### config.mk
export PLATFORM = sky130hd
export DESIGN_NAME = decimTop
export DESIGN_NICKNAME = d
export VERILOG_FILES = /design/src/design/decimPkg.sv /design/src/design/coefRegs.sv /design/src/design/bitHistory.sv /design/src/design/tapGroupSum.sv /design/src/design/adderTree.sv /design/src/design/outputScaler.sv /design/src/design/decimTop.sv
export SDC_FILE = /design/constraint.sdc
export NUM_CORES = 1
export LEC_CHECK = 0
export ABC_AREA = 1
export BUFFER_PORTS_ARGS = -buffer_cell sky130_fd_sc_hd__buf_2
export CAP_MARGIN = 20
export CORE_MARGIN = 3
export CORE_UTILIZATION = 45
export CTS_BUF_LIST = sky130_fd_sc_hd__clkbuf_4
export DETAILED_ROUTE_END_ITERATION = 12
export PLACE_DENSITY_LB_ADDON = 0.05
export RECOVER_POWER = 50
export SYNTH_ARGS = -nofsm -noshare
export SYNTH_HDL_FRONTEND = slang
export SYNTH_SLANG_ARGS = --single-unit
### constraint.sdc
create_clock -name clkDS -period 5.7 [get_ports clkDS]
set_input_delay 1.71 -clock clkDS [delete_from_list [all_inputs] [get_ports clkDS]]
set_output_delay 1.71 -clock clkDS [all_outputs]
set_load 0.1 [all_outputs]
### src/design/decimPkg.sv
package decimPkg;

    localparam int TAPS = 16;                       // filter taps.
    localparam int GROUP = 4;                       // taps summed per group.
    localparam int COEF_W = 12;
    localparam int ACC_W = COEF_W + $clog2(TAPS);   // worst case sum of all taps.
    localparam int OUT_W = 14;

    typedef logic signed [COEF_W-1:0] coefT;
    typedef logic signed [ACC_W-1:0] accT;
    typedef logic [OUT_W-1:0] outWordT;             // offset binary.
    typedef logic [4:0] cfgAddrT;
    typedef logic [15:0] cfgDataT;
    typedef logic [3:0] decimT;                     // 1 to 15.
    typedef logic [1:0] shiftT;

    // addresses 0 to TAPS-1 hold the coefficients
    localparam cfgAddrT ADDR_DECIM = 5'd16;
    localparam cfgAddrT ADDR_SHIFT = 5'd17;

    typedef struct packed {
        logic    strobe;
        cfgAddrT addr;
        cfgDataT data;
    } cfgWriteS;

    typedef struct packed {
        logic strobe;
        logic bitVal;                               // 1 is +1, 0 is -1.
    } sampleInS;

endpackage

### src/design/coefRegs.sv
module coefRegs #(
    parameter int TAPS = decimPkg::TAPS,
    parameter int COEF_W = decimPkg::COEF_W
) (
    input  logic                       clkDS,
    input  logic                       arstN,
    input  decimPkg::cfgWriteS         cfg,
    output decimPkg::coefT [TAPS-1:0]  coefs,
    output decimPkg::decimT            decim,
    output decimPkg::shiftT            shift
);

    localparam int DECIM_W = $bits(decimPkg::decimT);
    localparam int SHIFT_W = $bits(decimPkg::shiftT);

    decimPkg::decimT decimWr;

    // a ratio of 0 would never evaluate, so it is taken as 1
    assign decimWr = (cfg.data[DECIM_W-1:0] == '0) ? decimPkg::decimT'(1)
                                                   : cfg.data[DECIM_W-1:0];

    always_ff @(posedge clkDS or negedge arstN) begin
        if (!arstN) begin
            coefs <= '0;
            decim <= decimPkg::decimT'(1);
            shift <= '0;
        end else if (cfg.strobe) begin
            if (cfg.addr < TAPS) begin
                coefs[cfg.addr] <= decimPkg::coefT'(signed'(cfg.data[COEF_W-1:0]));
            end else if (cfg.addr == decimPkg::ADDR_DECIM) begin
                decim <= decimWr;
            end else if (cfg.addr == decimPkg::ADDR_SHIFT) begin
                shift <= cfg.data[SHIFT_W-1:0];
            end
            // anything else is dropped.
        end
    end

endmodule

### src/design/bitHistory.sv
module bitHistory #(
    parameter int TAPS = decimPkg::TAPS
) (
    input  logic                clkDS,
    input  logic                arstN,
    input  decimPkg::sampleInS  sampleIn,
    input  decimPkg::decimT     decim,
    output logic [TAPS-1:0]     taps,
    output logic                evalStrobe
);

    decimPkg::decimT sampleCnt;
    logic lastOfBlock;

    // >= keeps the counter from running past a ratio lowered mid-stream
    assign lastOfBlock = (sampleCnt >= decimPkg::decimT'(decim - 1'b1));

    always_ff @(posedge clkDS or negedge arstN) begin
        if (!arstN) begin
            taps       <= '0;              // all taps read as -1.
            sampleCnt  <= '0;
            evalStrobe <= 1'b0;
        end else begin
            evalStrobe <= 1'b0;
            if (sampleIn.strobe) begin
                taps <= {taps[TAPS-2:0], sampleIn.bitVal};   // newest at bit 0.
                if (lastOfBlock) begin
                    sampleCnt  <= '0;
                    evalStrobe <= 1'b1;    // lines up with the history holding this bit.
                end else begin
                    sampleCnt <= sampleCnt + 1'b1;
                end
            end
        end
    end

endmodule

### src/design/tapGroupSum.sv
module tapGroupSum #(
    parameter int TAPS = decimPkg::TAPS,
    parameter int GROUP = decimPkg::GROUP
) (
    input  logic                              clkDS,
    input  logic                              arstN,
    input  logic [TAPS-1:0]                   taps,
    input  logic                              evalStrobe,
    input  decimPkg::coefT [TAPS-1:0]         coefs,
    output decimPkg::accT [TAPS/GROUP-1:0]    groupSums,
    output logic                              groupValid
);

    localparam int NUM_GROUPS = TAPS / GROUP;

    decimPkg::accT [NUM_GROUPS-1:0] groupComb;

    // select-and-add over the taps of each group
    always_comb begin
        decimPkg::accT term;
        for (int g = 0; g < NUM_GROUPS; g++) begin
            groupComb[g] = '0;
            for (int k = 0; k < GROUP; k++) begin
                term = decimPkg::accT'(signed'(coefs[g*GROUP+k]));
                if (taps[g*GROUP+k]) begin
                    groupComb[g] = groupComb[g] + term;
                end else begin
                    groupComb[g] = groupComb[g] - term;
                end
            end
        end
    end

    always_ff @(posedge clkDS) begin
        if (evalStrobe) begin
            groupSums <= groupComb;    // held until the next evaluation.
        end
    end

    always_ff @(posedge clkDS or negedge arstN) begin
        if (!arstN) begin
            groupValid <= 1'b0;
        end else begin
            groupValid <= evalStrobe;
        end
    end

endmodule

### src/design/adderTree.sv
module adderTree #(
    parameter int NUM_IN = decimPkg::TAPS / decimPkg::GROUP
) (
    input  logic                          clkDS,
    input  logic                          arstN,
    input  decimPkg::accT [NUM_IN-1:0]    groupSums,
    input  logic                          groupValid,
    output decimPkg::accT                 total,
    output logic                          totalValid
);

    // one register stage per level, a single input still gets one stage
    localparam int LEVELS = (NUM_IN > 1) ? $clog2(NUM_IN) : 1;

    logic [LEVELS-1:0] validPipe;

    generate
        if (NUM_IN == 1) begin : g_single
            always_ff @(posedge clkDS) begin
                total <= groupSums[0];
            end
        end else begin : g_tree
            // heap order, node 1 is the root and node i adds nodes 2i and 2i+1
            decimPkg::accT node [1:NUM_IN-1];

            for (genvar i = 1; i < NUM_IN; i++) begin : g_node
                if (2*i >= NUM_IN) begin : g_leaf
                    always_ff @(posedge clkDS) begin
                        node[i] <= groupSums[2*i-NUM_IN] + groupSums[2*i+1-NUM_IN];
                    end
                end else begin : g_inner
                    always_ff @(posedge clkDS) begin
                        node[i] <= node[2*i] + node[2*i+1];
                    end
                end
            end

            assign total = node[1];
        end
    endgenerate

    always_ff @(posedge clkDS or negedge arstN) begin
        if (!arstN) begin
            validPipe <= '0;
        end else begin
            validPipe <= LEVELS'({validPipe, groupValid});   // same depth as the tree.
        end
    end

    assign totalValid = validPipe[LEVELS-1];

endmodule

### src/design/outputScaler.sv
module outputScaler #(
    parameter int OUT_W = decimPkg::OUT_W
) (
    input  logic               clkDS,
    input  logic               arstN,
    input  decimPkg::accT      total,
    input  logic               totalValid,
    input  decimPkg::shiftT    shift,
    output decimPkg::outWordT  sampleOut,
    output logic               sampleValid
);

    localparam decimPkg::accT MAX_POS = decimPkg::accT'((1 <<< (OUT_W-1)) - 1);
    localparam decimPkg::accT MAX_NEG = decimPkg::accT'(-(1 <<< (OUT_W-1)));

    decimPkg::accT shifted;
    logic signed [OUT_W-1:0] satVal;

    assign shifted = total >>> shift;

    always_comb begin
        if (shifted > MAX_POS) begin
            satVal = MAX_POS[OUT_W-1:0];
        end else if (shifted < MAX_NEG) begin
            satVal = MAX_NEG[OUT_W-1:0];
        end else begin
            satVal = shifted[OUT_W-1:0];
        end
    end

    always_ff @(posedge clkDS) begin
        if (totalValid) begin
            sampleOut <= decimPkg::outWordT'({~satVal[OUT_W-1], satVal[OUT_W-2:0]});  // to offset binary.
        end
    end

    always_ff @(posedge clkDS or negedge arstN) begin
        if (!arstN) begin
            sampleValid <= 1'b0;
        end else begin
            sampleValid <= totalValid;
        end
    end

endmodule

### src/design/decimTop.sv
module decimTop #(
    parameter int TAPS = decimPkg::TAPS,
    parameter int GROUP = decimPkg::GROUP,
    parameter int COEF_W = decimPkg::COEF_W,
    parameter int OUT_W = decimPkg::OUT_W
) (
    input  logic                clkDS,
    input  logic                arstN,
    input  decimPkg::cfgWriteS  cfg,
    input  decimPkg::sampleInS  sampleIn,
    output decimPkg::outWordT   sampleOut,
    output logic                sampleValid
);

    localparam int NUM_GROUPS = TAPS / GROUP;

    decimPkg::coefT [TAPS-1:0] coefs;
    decimPkg::decimT decim;
    decimPkg::shiftT shift;

    logic [TAPS-1:0] taps;
    logic evalStrobe;
    decimPkg::accT [NUM_GROUPS-1:0] groupSums;
    logic groupValid;
    decimPkg::accT total;
    logic totalValid;

    coefRegs #(
        .TAPS   (TAPS),
        .COEF_W (COEF_W)
    ) u_coefRegs (
        .clkDS (clkDS),
        .arstN (arstN),
        .cfg   (cfg),
        .coefs (coefs),
        .decim (decim),
        .shift (shift)
    );

    bitHistory #(.TAPS(TAPS)) u_bitHistory (
        .clkDS      (clkDS),
        .arstN      (arstN),
        .sampleIn   (sampleIn),
        .decim      (decim),
        .taps       (taps),
        .evalStrobe (evalStrobe)
    );

    tapGroupSum #(
        .TAPS  (TAPS),
        .GROUP (GROUP)
    ) u_tapGroupSum (
        .clkDS      (clkDS),
        .arstN      (arstN),
        .taps       (taps),
        .evalStrobe (evalStrobe),
        .coefs      (coefs),
        .groupSums  (groupSums),
        .groupValid (groupValid)
    );

    adderTree #(.NUM_IN(NUM_GROUPS)) u_adderTree (
        .clkDS      (clkDS),
        .arstN      (arstN),
        .groupSums  (groupSums),
        .groupValid (groupValid),
        .total      (total),
        .totalValid (totalValid)
    );

    outputScaler #(.OUT_W(OUT_W)) u_outputScaler (
        .clkDS       (clkDS),
        .arstN       (arstN),
        .total       (total),
        .totalValid  (totalValid),
        .shift       (shift),
        .sampleOut   (sampleOut),
        .sampleValid (sampleValid)
    );

endmodule

# After elaboration in Yosys (flattened, before gate mapping)
# Memory sizes are Yosys's and may differ from the RTL's.
# Cells that the tools add are included.
word_totals:
  ff_bits: 301
  n_memories: 1
  inputBits: 26
  output_inout_bits: 15
  ram_bits: 48
op_classes:
  reduce_logical: 5
  add_sub_neg: 33
  magnitude_cmp: 6
  bitwise_logic: 3
  n_mux: 25
  n_shift: 1
  n_eq_ne: 2
mem_list:
  columns: ["name", "words", "word_bits", "read_ports", "rd_ports_with_merged_regs", "wr", "line", "source"]
  rows:
  - ["u_adderTree.g_tree.node", 3, 16, 3, 0, 3, "adderTree.sv:24", "decimPkg::accT node [1:NUM_IN-1];"]
ops:
  columns: ["cell", "n"]
  rows:
  - ["16-bit two-way mux", 16]
  - ["16-bit by 12-bit adder with 16-bit output", 12]
  - ["192-bit bitwise mux", 1]
  - ["16-bit by 12-bit subtractor with 16-bit output", 12]
  - ["1-bit by 12-bit subtractor with 13-bit output (first input constant)", 4]
  - ["16-bit adder", 3]
  - ["12-bit demux with 4-bit select", 1]
  - ["14-bit two-way mux", 2]
  - ["16-bit by 14-bit greater-than comparator with 1-bit output (second input constant)", 1]
  - ["16-bit by 14-bit < comparator with 1-bit output (second input constant)", 1]
  - ["16-bit by 2-bit >>> shifter with 16-bit output", 1]
  - ["12-bit two-way mux", 1]
  - ["5-bit == test (second input constant)", 2]
  - ["5-bit < comparator (second input constant)", 2]
  - ["4-bit two-way mux", 2]
  - ["5-bit by 1-bit >= comparator with 1-bit output (second input constant)", 1]
  - ["4-bit by 1-bit adder with 4-bit output (second input constant)", 1]
  - ["4-bit >= comparator", 1]
  - ["4-bit zero test", 1]
  - ["4-bit AND reduction", 1]
  - ["4-bit by 1-bit subtractor with 4-bit output (second input constant)", 1]
  - ["1-bit inverter", 3]
  - ["3-bit AND reduction", 1]
  - ["1-bit two-way mux", 2]
  - ["other kinds (2)", 2]

# Longest topological paths before layout
# Gate-level depths: netlist of run 1.
logic_depth:
  word_depth: 8
  ltp_mapped: 32
  depth_no_buf: 32

# Hierarchy
# Synthesis of run 1 repeated with hierarchy kept, for this count alone.
hier_totals:
  hier_cells: 3834
  area_unflattened_um2: 27925.5
by_module_without_submodules:
  columns: ["mod", "seq_area_each_um2", "area_each_um2", "instances", "cells_each"]
  rows:
  - ["tapGroupSum", 1946.9, 14196.1, 1, 2074]
  - ["coefRegs", 4956.0, 7815.0, 1, 913]
  - ["adderTree", 1011.0, 3900.0, 1, 593]
  - ["outputScaler", 445.4, 1057.3, 1, 147]
  - ["bitHistory", 525.5, 957.2, 1, 107]

# Worst setup path before layout of run 1
# OpenSTA, ideal clock, no wires.
synth_timing:
  kind: "reg-to-reg"
  start: "register u_coefRegs.coefs[144] (netlist bit)"
  end: "register u_tapGroupSum.groupSums[63] (netlist bit), data pin"
  n_path_buf: 0
  setup_time_ns: 0.252
  slack_ns: 1.043
  arrival_time_ns: 4.405
  t_required_ns: 5.448
  period_less_slack_ns: 4.657
  stages_incl_launch_ff: 31
  cell_sequence: "dfrtp_1 inv_1 ha_1 nand2_1 nor2_1 nor2_1 xor2_1 ha_1 nand2_1 o21ai_0 a21oi_1 o21ai_0 a21boi_0 o21ai_0 xor2_1 inv_1 ha_1 inv_1 nor3_1 nand2_1 o21ai_0 xor2_1 ha_1 nand2_1 nor2_1 a211oi_1 inv_1 a221oi_1 inv_1 nand2_1 nand2_1"
synth_lines:
  columns: ["element", "line", "source"]
  rows:
  - ["from (decl)", "coefRegs.sv:8", "output decimPkg::coefT [TAPS-1:0] coefs,"]
  - ["from (signal, indexed assignment)", "coefRegs.sv:29", "coefs[cfg.addr] <= decimPkg::coefT'(signed'(cfg.data[COEF_W-1:0]));"]
  - ["to (signal assigned)", "tapGroupSum.sv:36", "groupSums <= groupComb;"]
  - ["to (decl)", "tapGroupSum.sv:10", "output decimPkg::accT [TAPS/GROUP-1:0] groupSums,"]

==> results.json, run 1 <==
{
  "synthArstFlopShare": 0.639,
  "io-pin-count": 41,
  "grt_max_degree": 96,
  "cp-startpoint": "u_coefRegs.coefs[60]",
  "overflow": 0,
  "path_delay_family": "simple AND/OR/NAND/NOR gates",
  "crit_path_end_kind": "register",
  "clk_path_buf_depth": 3,
  "grt_usage": 0.224,
  "grt_pass1_vias": 20800,
  "critPathCapture": "u_tapGroupSum.groupSums[31]",
  "synth.top_cell.area_share": 0.214,
  "routed_via_density": 5.10,
  "syn_inst": 3349,
  "finalSetupTns_ns": 0,
  "fmaxAchievable_mhz": 191,
  "skew_ns": 0.0529,
  "root_buffer": "clkbuf_4",
  "rsz0062_at_grt": "false",
  "worstReg2RegEnd": "u_tapGroupSum.groupSums[31]",
  "yosysTopAreaCell": "dfrtp_1",
  "wl_per_cell_um": 15.7,
  "critPathRequiredTime_ns": 6.26,
  "slew_violations": 175,
  "met3_usage": 0.0369,
  "antenna_found_initial": 3,
  "route.final.wire_length_mm": 66.7,
  "drtPass1Iterations": 5,
  "drt_iter0_markers": 1057,
  "ys_types": 51,
  "cp_max_fo": 4,
  "top_usage_layer": "met2",
  "crit_buf_inv": 4,
  "vias": 21700,
  "synth_xor_area_frac": 0.120,
  "areaGrowthSynthToFinish_pct": 8.95,
  "critPathMaxStageDelay_ns": 0.42,
  "synth_seq_area_share": 0.342,
  "grt.met2_usage": 0.345,
  "path_clk_slew_ns": 0.07,
  "route.detailed.drc": 0,
  "coreArea_mm2": 0.0567,
  "synth_mux_area_frac": 0.000386,
  "yosys-top-cells-count": "804 x nand2_1, 378 x inv_1, 347 x o21ai_0, 275 x xor2_1",
  "cp-start-kind": "register",
  "hold_viol": 0,
  "synth_edf_count": 78,
  "rows": 87,
  "io_buffer_count": 36,
  "violations": "max-capacitance violations, max-slew violations",
  "syn_area_per_cell_um2": 7.75,
  "fp.dieH_um": 246,
  "synth_simple_gate_area_frac": 0.187,
  "grt_pass1_wl_mm": 108,
  "design_area_mm2": 0.0283,
  "ys_ff_latch": 349,
  "start_util": 0.458,
  "ff2ff_path_depth": 31,
  "synth.area.top_cells": "dfrtp_1 21%, ha_1 12%, nand2_1 12%, xor2_1 9.3%, edfxtp_1 9.0%",
  "r2r_slack_ns": 0.46,
  "cts_sinks": 349,
  "use_met1": 0.323,
  "period_share": 0.919,
  "cts_tree": "built",
  "syn_area_mm2": 0.0260,
  "syn_nets": 3637,
  "dp_hpwl_mm": 50.0,
  "ant_nets": 0,
  "drive_gt1_frac": 0.0735,
  "tightest_slew_ns": 3.93,
  "htreeDepth": 3,
  "yosysMostFrequentCell": "nand2_1",
  "relSlewSlack": -1.62,
  "place_area_mm2": 0.0269,
  "cp.depth": 31,
  "synth-compound-area-share": 0.152,
  "cts_buffers": 98,
  "hold_class": "register to register",
  "worstSkewPairLatency_ns": 0.86,
  "synth_top_family_by_area": "simple AND/OR/NAND/NOR gates",
  "synth_flop_cell": "dfrtp_1",
  "cp.arrival_ns": 5.79,
  "status": "complete, but fails checks",
  "timing.final.crit_period_ns": 5.24,
  "die_width_um": 246,
  "r2r_start": "u_coefRegs.coefs[60]",
  "crit_top_cell": "nand2_1",
  "synth-adder-area-share": 0.131,
  "die_area_mm2": 0.0606,
  "final-setup-viol-count": 0,
  "ys_warn_count": 0,
  "maxCapViolations": 3,
  "path_class": "register to register",
  "slowest_stage": "dfrtp_1",
  "globalplace.congestion": 0.872,
  "fin_nets": 3718
}
-- metrics by stage --
| step | util | std cells | worst slack (ns) | hold slack [ns] |
|---|---|---|---|---|
| 2_1_floorplan | - | 3349 | 1.04 | 0.331 |
| 3_3_place_gp | 0.474 | 4082 | 0.298 | 0.336 |
| 3_5_place_dp | 0.475 | 4083 | 0.277 | 0.342 |
| 4_1_cts | 0.497 | 4251 | 0.214 | 0.359 |
| 5_1_grt | 0.499 | 4257 | 0.0252 | 0.371 |
| 6_report | 0.499 | 4257 | 0.462 | 0.357 |
-- final cells by class --
type | instances | area, µm²
diodes | 3 | 7.51
flip-flops and latches | 349 | 8890
clock inverters | 21 | 149
fillers | 5605 | 28400
well taps | 756 | 946
multi-input cells | 2545 | 15400
clock buffers | 147 | 1100
repair buffers | 53 | 357
inverters | 383 | 1440
-- placed cells by master (no fill, tap or decap), types with 10 or more instances in the layout --
cell	synthesis	final
nor3_1	37	31
o21ai_0	347	339
a21o_1	11	11
edfxtp_1	78	78
dfrtp_1	222	220
dfxtp_1	48	48
xor2_1	275	275
nor2_1	185	185
nand3_1	111	111
nand2_2	10	10
o21bai_1	11	11
clkbuf_4	0	148
ha_1	247	246
inv_1	378	378
nand4_1	25	25
buf_4	0	11
xnor2_1	82	82
a21boi_0	15	13
clkinv_1	3	13
buf_2	7	34
a31oi_1	30	29
fa_1	15	15
a21oi_1	247	242
nand2_1	804	804
o31ai_1	20	20
o21ai_1	10	20
-- worst min path at each step --
stage                                         from  slack [ns]  cells after the start                       end
after global routing      u_tapGroupSum.groupValid        0.37                      0  u_adderTree.validPipe[0]
after global placement    u_tapGroupSum.groupValid        0.34                      0  u_adderTree.validPipe[0]
after CTS                 u_adderTree.validPipe[0]        0.36                      0  u_adderTree.validPipe[1]
final                     u_adderTree.validPipe[0]        0.36                      0  u_adderTree.validPipe[1]
after detailed placement  u_tapGroupSum.groupValid        0.34                      0  u_adderTree.validPipe[0]
after floorplan           u_tapGroupSum.groupValid        0.33                      0  u_adderTree.validPipe[0]
-- metal layers --
layer  routed length [µm]  part of all wire
met1                33600              0.50
met5                    0                 0
met4                 1550             0.023
met3                 2840             0.043
met2                28800              0.43
-- cells by family after synthesis --
family / Yosys count
AOI/OAI and AO/OA: 727
adders and majority gates: 262
DFF: 349
and+or+nand+nor: 1198
xor gates and xnor gates: 357
muxes: 1
buffers and inverters: 455
-- registers in the layout, summed over array words and instances (netlist names) --
register and count:
u_coefRegs.coefs 192, u_tapGroupSum.groupSums 64, u_adderTree.g_tree.node 48, u_bitHistory.taps 16, u_outputScaler.sampleOut 14, u_bitHistory.sampleCnt 4, u_coefRegs.decim 4, u_adderTree.validPipe 2
u_coefRegs.shift 2, u_bitHistory.evalStrobe 1, u_outputScaler.sampleValid 1, u_tapGroupSum.groupValid 1
-- worst register-to-register path, delay by kind of cell, from the launching register on --
family	cells	cell delay (ns)
AND/OR/NAND/NOR	13	1.40
adder cells (fa/ha/maj)	4	1.20
AO/OA/AOI/OAI	7	1.08
XOR/XNOR	3	0.59
flip-flops	1	0.42
buffers and inverters	4	0.28
-- timing repair --
item	4_1_cts	5_1_grt
hold endpoints to repair	0	0
gates resized for setup	0	30
hold buffers	0	0
endpoints found under the setup margin	0	4
setup buffers	0	2
Power of run 1 is not shown: default switching activity piles up to over one toggle a cycle in this logic, so the estimate is an artifact.
==> run 2: changes to the inputs <==
--- a/config.mk
+++ b/config.mk
@@ -13,7 +13,6 @@
 export CTS_BUF_LIST = sky130_fd_sc_hd__clkbuf_4
 export DETAILED_ROUTE_END_ITERATION = 12
 export PLACE_DENSITY_LB_ADDON = 0.05
-export RECOVER_POWER = 50
 export SYNTH_ARGS = -nofsm -noshare
 export SYNTH_HDL_FRONTEND = slang
 export SYNTH_SLANG_ARGS = --single-unit
==> run 2 against run 1 <==
Against the previous run: the run now ends clean; register-to-register slack is essentially flat; worst hold slack stayed put; count of clock-buffer cells in the layout is the same; via count barely moved; clock skew down 0.0018 ns.
==> results.json, run 2 (same netlist as run 1, synthesis figures left out) <==
{
  "status": "complete, no violations",
  "finalSetupTns_ns": 0,
  "globalplace.congestion": 0.872,
  "regMostFlops": "u_coefRegs.coefs",
  "cp.depth": 31,
  "relSlewSlack": 0.259,
  "period_share": 0.919,
  "critPathMaxStageDelay_ns": 0.42,
  "coreArea_mm2": 0.0567,
  "timing.final.crit_period_ns": 5.24,
  "ff2ff_path_depth": 31,
  "areaGrowthSynthToFinish_pct": 9.03,
  "start_util": 0.458,
  "die_width_um": 246,
  "largest_register_ff_count": 192,
  "final-setup-viol-count": 0,
  "drtPass1Iterations": 5,
  "grt_pass1_wl_mm": 108,
  "cts_hold_buf": 0,
  "clk_path_buf_depth": 3,
  "cp-startpoint": "u_coefRegs.coefs[60]",
  "cts_sinks": 349,
  "routed_via_density": 5.10,
  "path_class": "register to register",
  "skew_ns": 0.0512,
  "route.detailed.drc": 0,
  "crit_buf_inv": 4,
  "io_buffer_count": 36,
  "dp_hpwl_mm": 50.0,
  "cp.arrival_ns": 5.79,
  "route.final.wire_length_mm": 66.7,
  "path_clk_slew_ns": 0.07,
  "slowest_stage": "dfrtp_1",
  "r2r_start": "u_coefRegs.coefs[60]",
  "tightest_slew_ns": 1.11,
  "fp.dieH_um": 246,
  "antenna_found_initial": 3,
  "overflow": 0,
  "critPathRequiredTime_ns": 6.26,
  "rsz0062_at_grt": "false",
  "wl_per_cell_um": 15.7,
  "path_delay_family": "simple AND/OR/NAND/NOR gates",
  "crit_top_cell": "nand2_1",
  "hold_class": "register to register",
  "htreeDepth": 3,
  "grt_pass1_vias": 20800,
  "hold-path-cell-count": 0,
  "cp-start-kind": "register",
  "drt_iter0_markers": 1057,
  "rows": 87,
  "reg_top3": "u_coefRegs.coefs: 192 flops, u_tapGroupSum.groupSums: 64 flops, u_adderTree.g_tree.node: 48 flops",
  "fin_nets": 3718,
  "final_cell_mix": "804 x nand2_1, 378 x inv_1, 336 x o21ai_0, 275 x xor2_1, 246 x ha_1",
  "crit_path_end_kind": "register",
  "hold_viol": 0,
  "fmaxAchievable_mhz": 191,
  "worstSkewPairLatency_ns": 0.86,
  "cp_max_fo": 4,
  "layout_commonest_cell": "nand2_1",
  "ant_nets": 0,
  "cts_buffers": 98,
  "cts_tree": "built",
  "grt_max_degree": 96,
  "root_buffer": "clkbuf_4",
  "slew_violations": 0,
  "hold_start": "u_adderTree.validPipe[0]",
  "fillers": 5600,
  "die_area_mm2": 0.0606,
  "io-pin-count": 41,
  "grt_usage": 0.224,
  "drive_gt1_frac": 0.0755,
  "maxCapViolations": 0,
  "vias": 21700
}
-- run 2: final cells by class --
cell class,count,area (µm²),area share
diodes,3,7.51,0.000265
clock buffers,147,1100,0.0390
clock inverters,21,149,0.00526
inverters,383,1440,0.0509
multi-input cells,2545,15400,0.544
flip-flops and latches,349,8890,0.314
well taps,756,946,0.0334
repair buffers,53,370,0.0131
-- run 2: worst register-to-register path, delay by kind of cell, from the launching register on --
family	cells	cell delay (ns)
XOR/XNOR	3	0.59
buffers and inverters	4	0.28
AND/OR/NAND/NOR	13	1.40
flip-flops	1	0.42
AO/OA/AOI/OAI	7	1.08
adder cells (fa/ha/maj)	4	1.20
-- run 2: worst paths after layout --
path                            slack [ns]                     endpoint
worst max-delay path                  0.46  u_tapGroupSum.groupSums[31]
worst min-delay path                  0.36     u_adderTree.validPipe[1]
worst max register to register        0.46  u_tapGroupSum.groupSums[31]
worst min register to register        0.36     u_adderTree.validPipe[1]
max in group asynchronous             3.75        u_coefRegs.coefs[139]
min in group asynchronous             0.80    u_bitHistory.sampleCnt[1]
-- run 2: metal layers --
metal / vias to the layer above / share of wire / wire length, µm / global-route usage
met5: - / 0 / 0 / 0
met4: 0 / 0.024 / 1570 / 0.0630
met3: 102 / 0.043 / 2890 / 0.0369
met2: 386 / 0.43 / 28800 / 0.345
met1: 9926 / 0.50 / 33500 / 0.323
li1: 11300 / - / - / -
-- run 2: what timing repair did --
action	CTS	global route
setup endpoints to repair	0	4
resized for setup	0	30
buffers inserted	0	2
-- run 2: stage by stage --
step | util | worst slack, ns | instance area, µm² | hold WS (ns) | cells
6_report | 0.499 | 0.462 | 28300 | 0.357 | 4257
5_1_grt | 0.499 | 0.0252 | 28300 | 0.371 | 4257
4_1_cts | 0.497 | 0.214 | 28200 | 0.359 | 4251
2_1_floorplan | - | 1.04 | 26000 | 0.331 | 3349
3_3_place_gp | 0.474 | 0.298 | 26900 | 0.336 | 4082
3_5_place_dp | 0.475 | 0.277 | 26900 | 0.342 | 4083
Power of run 2 is left out for the same reason.
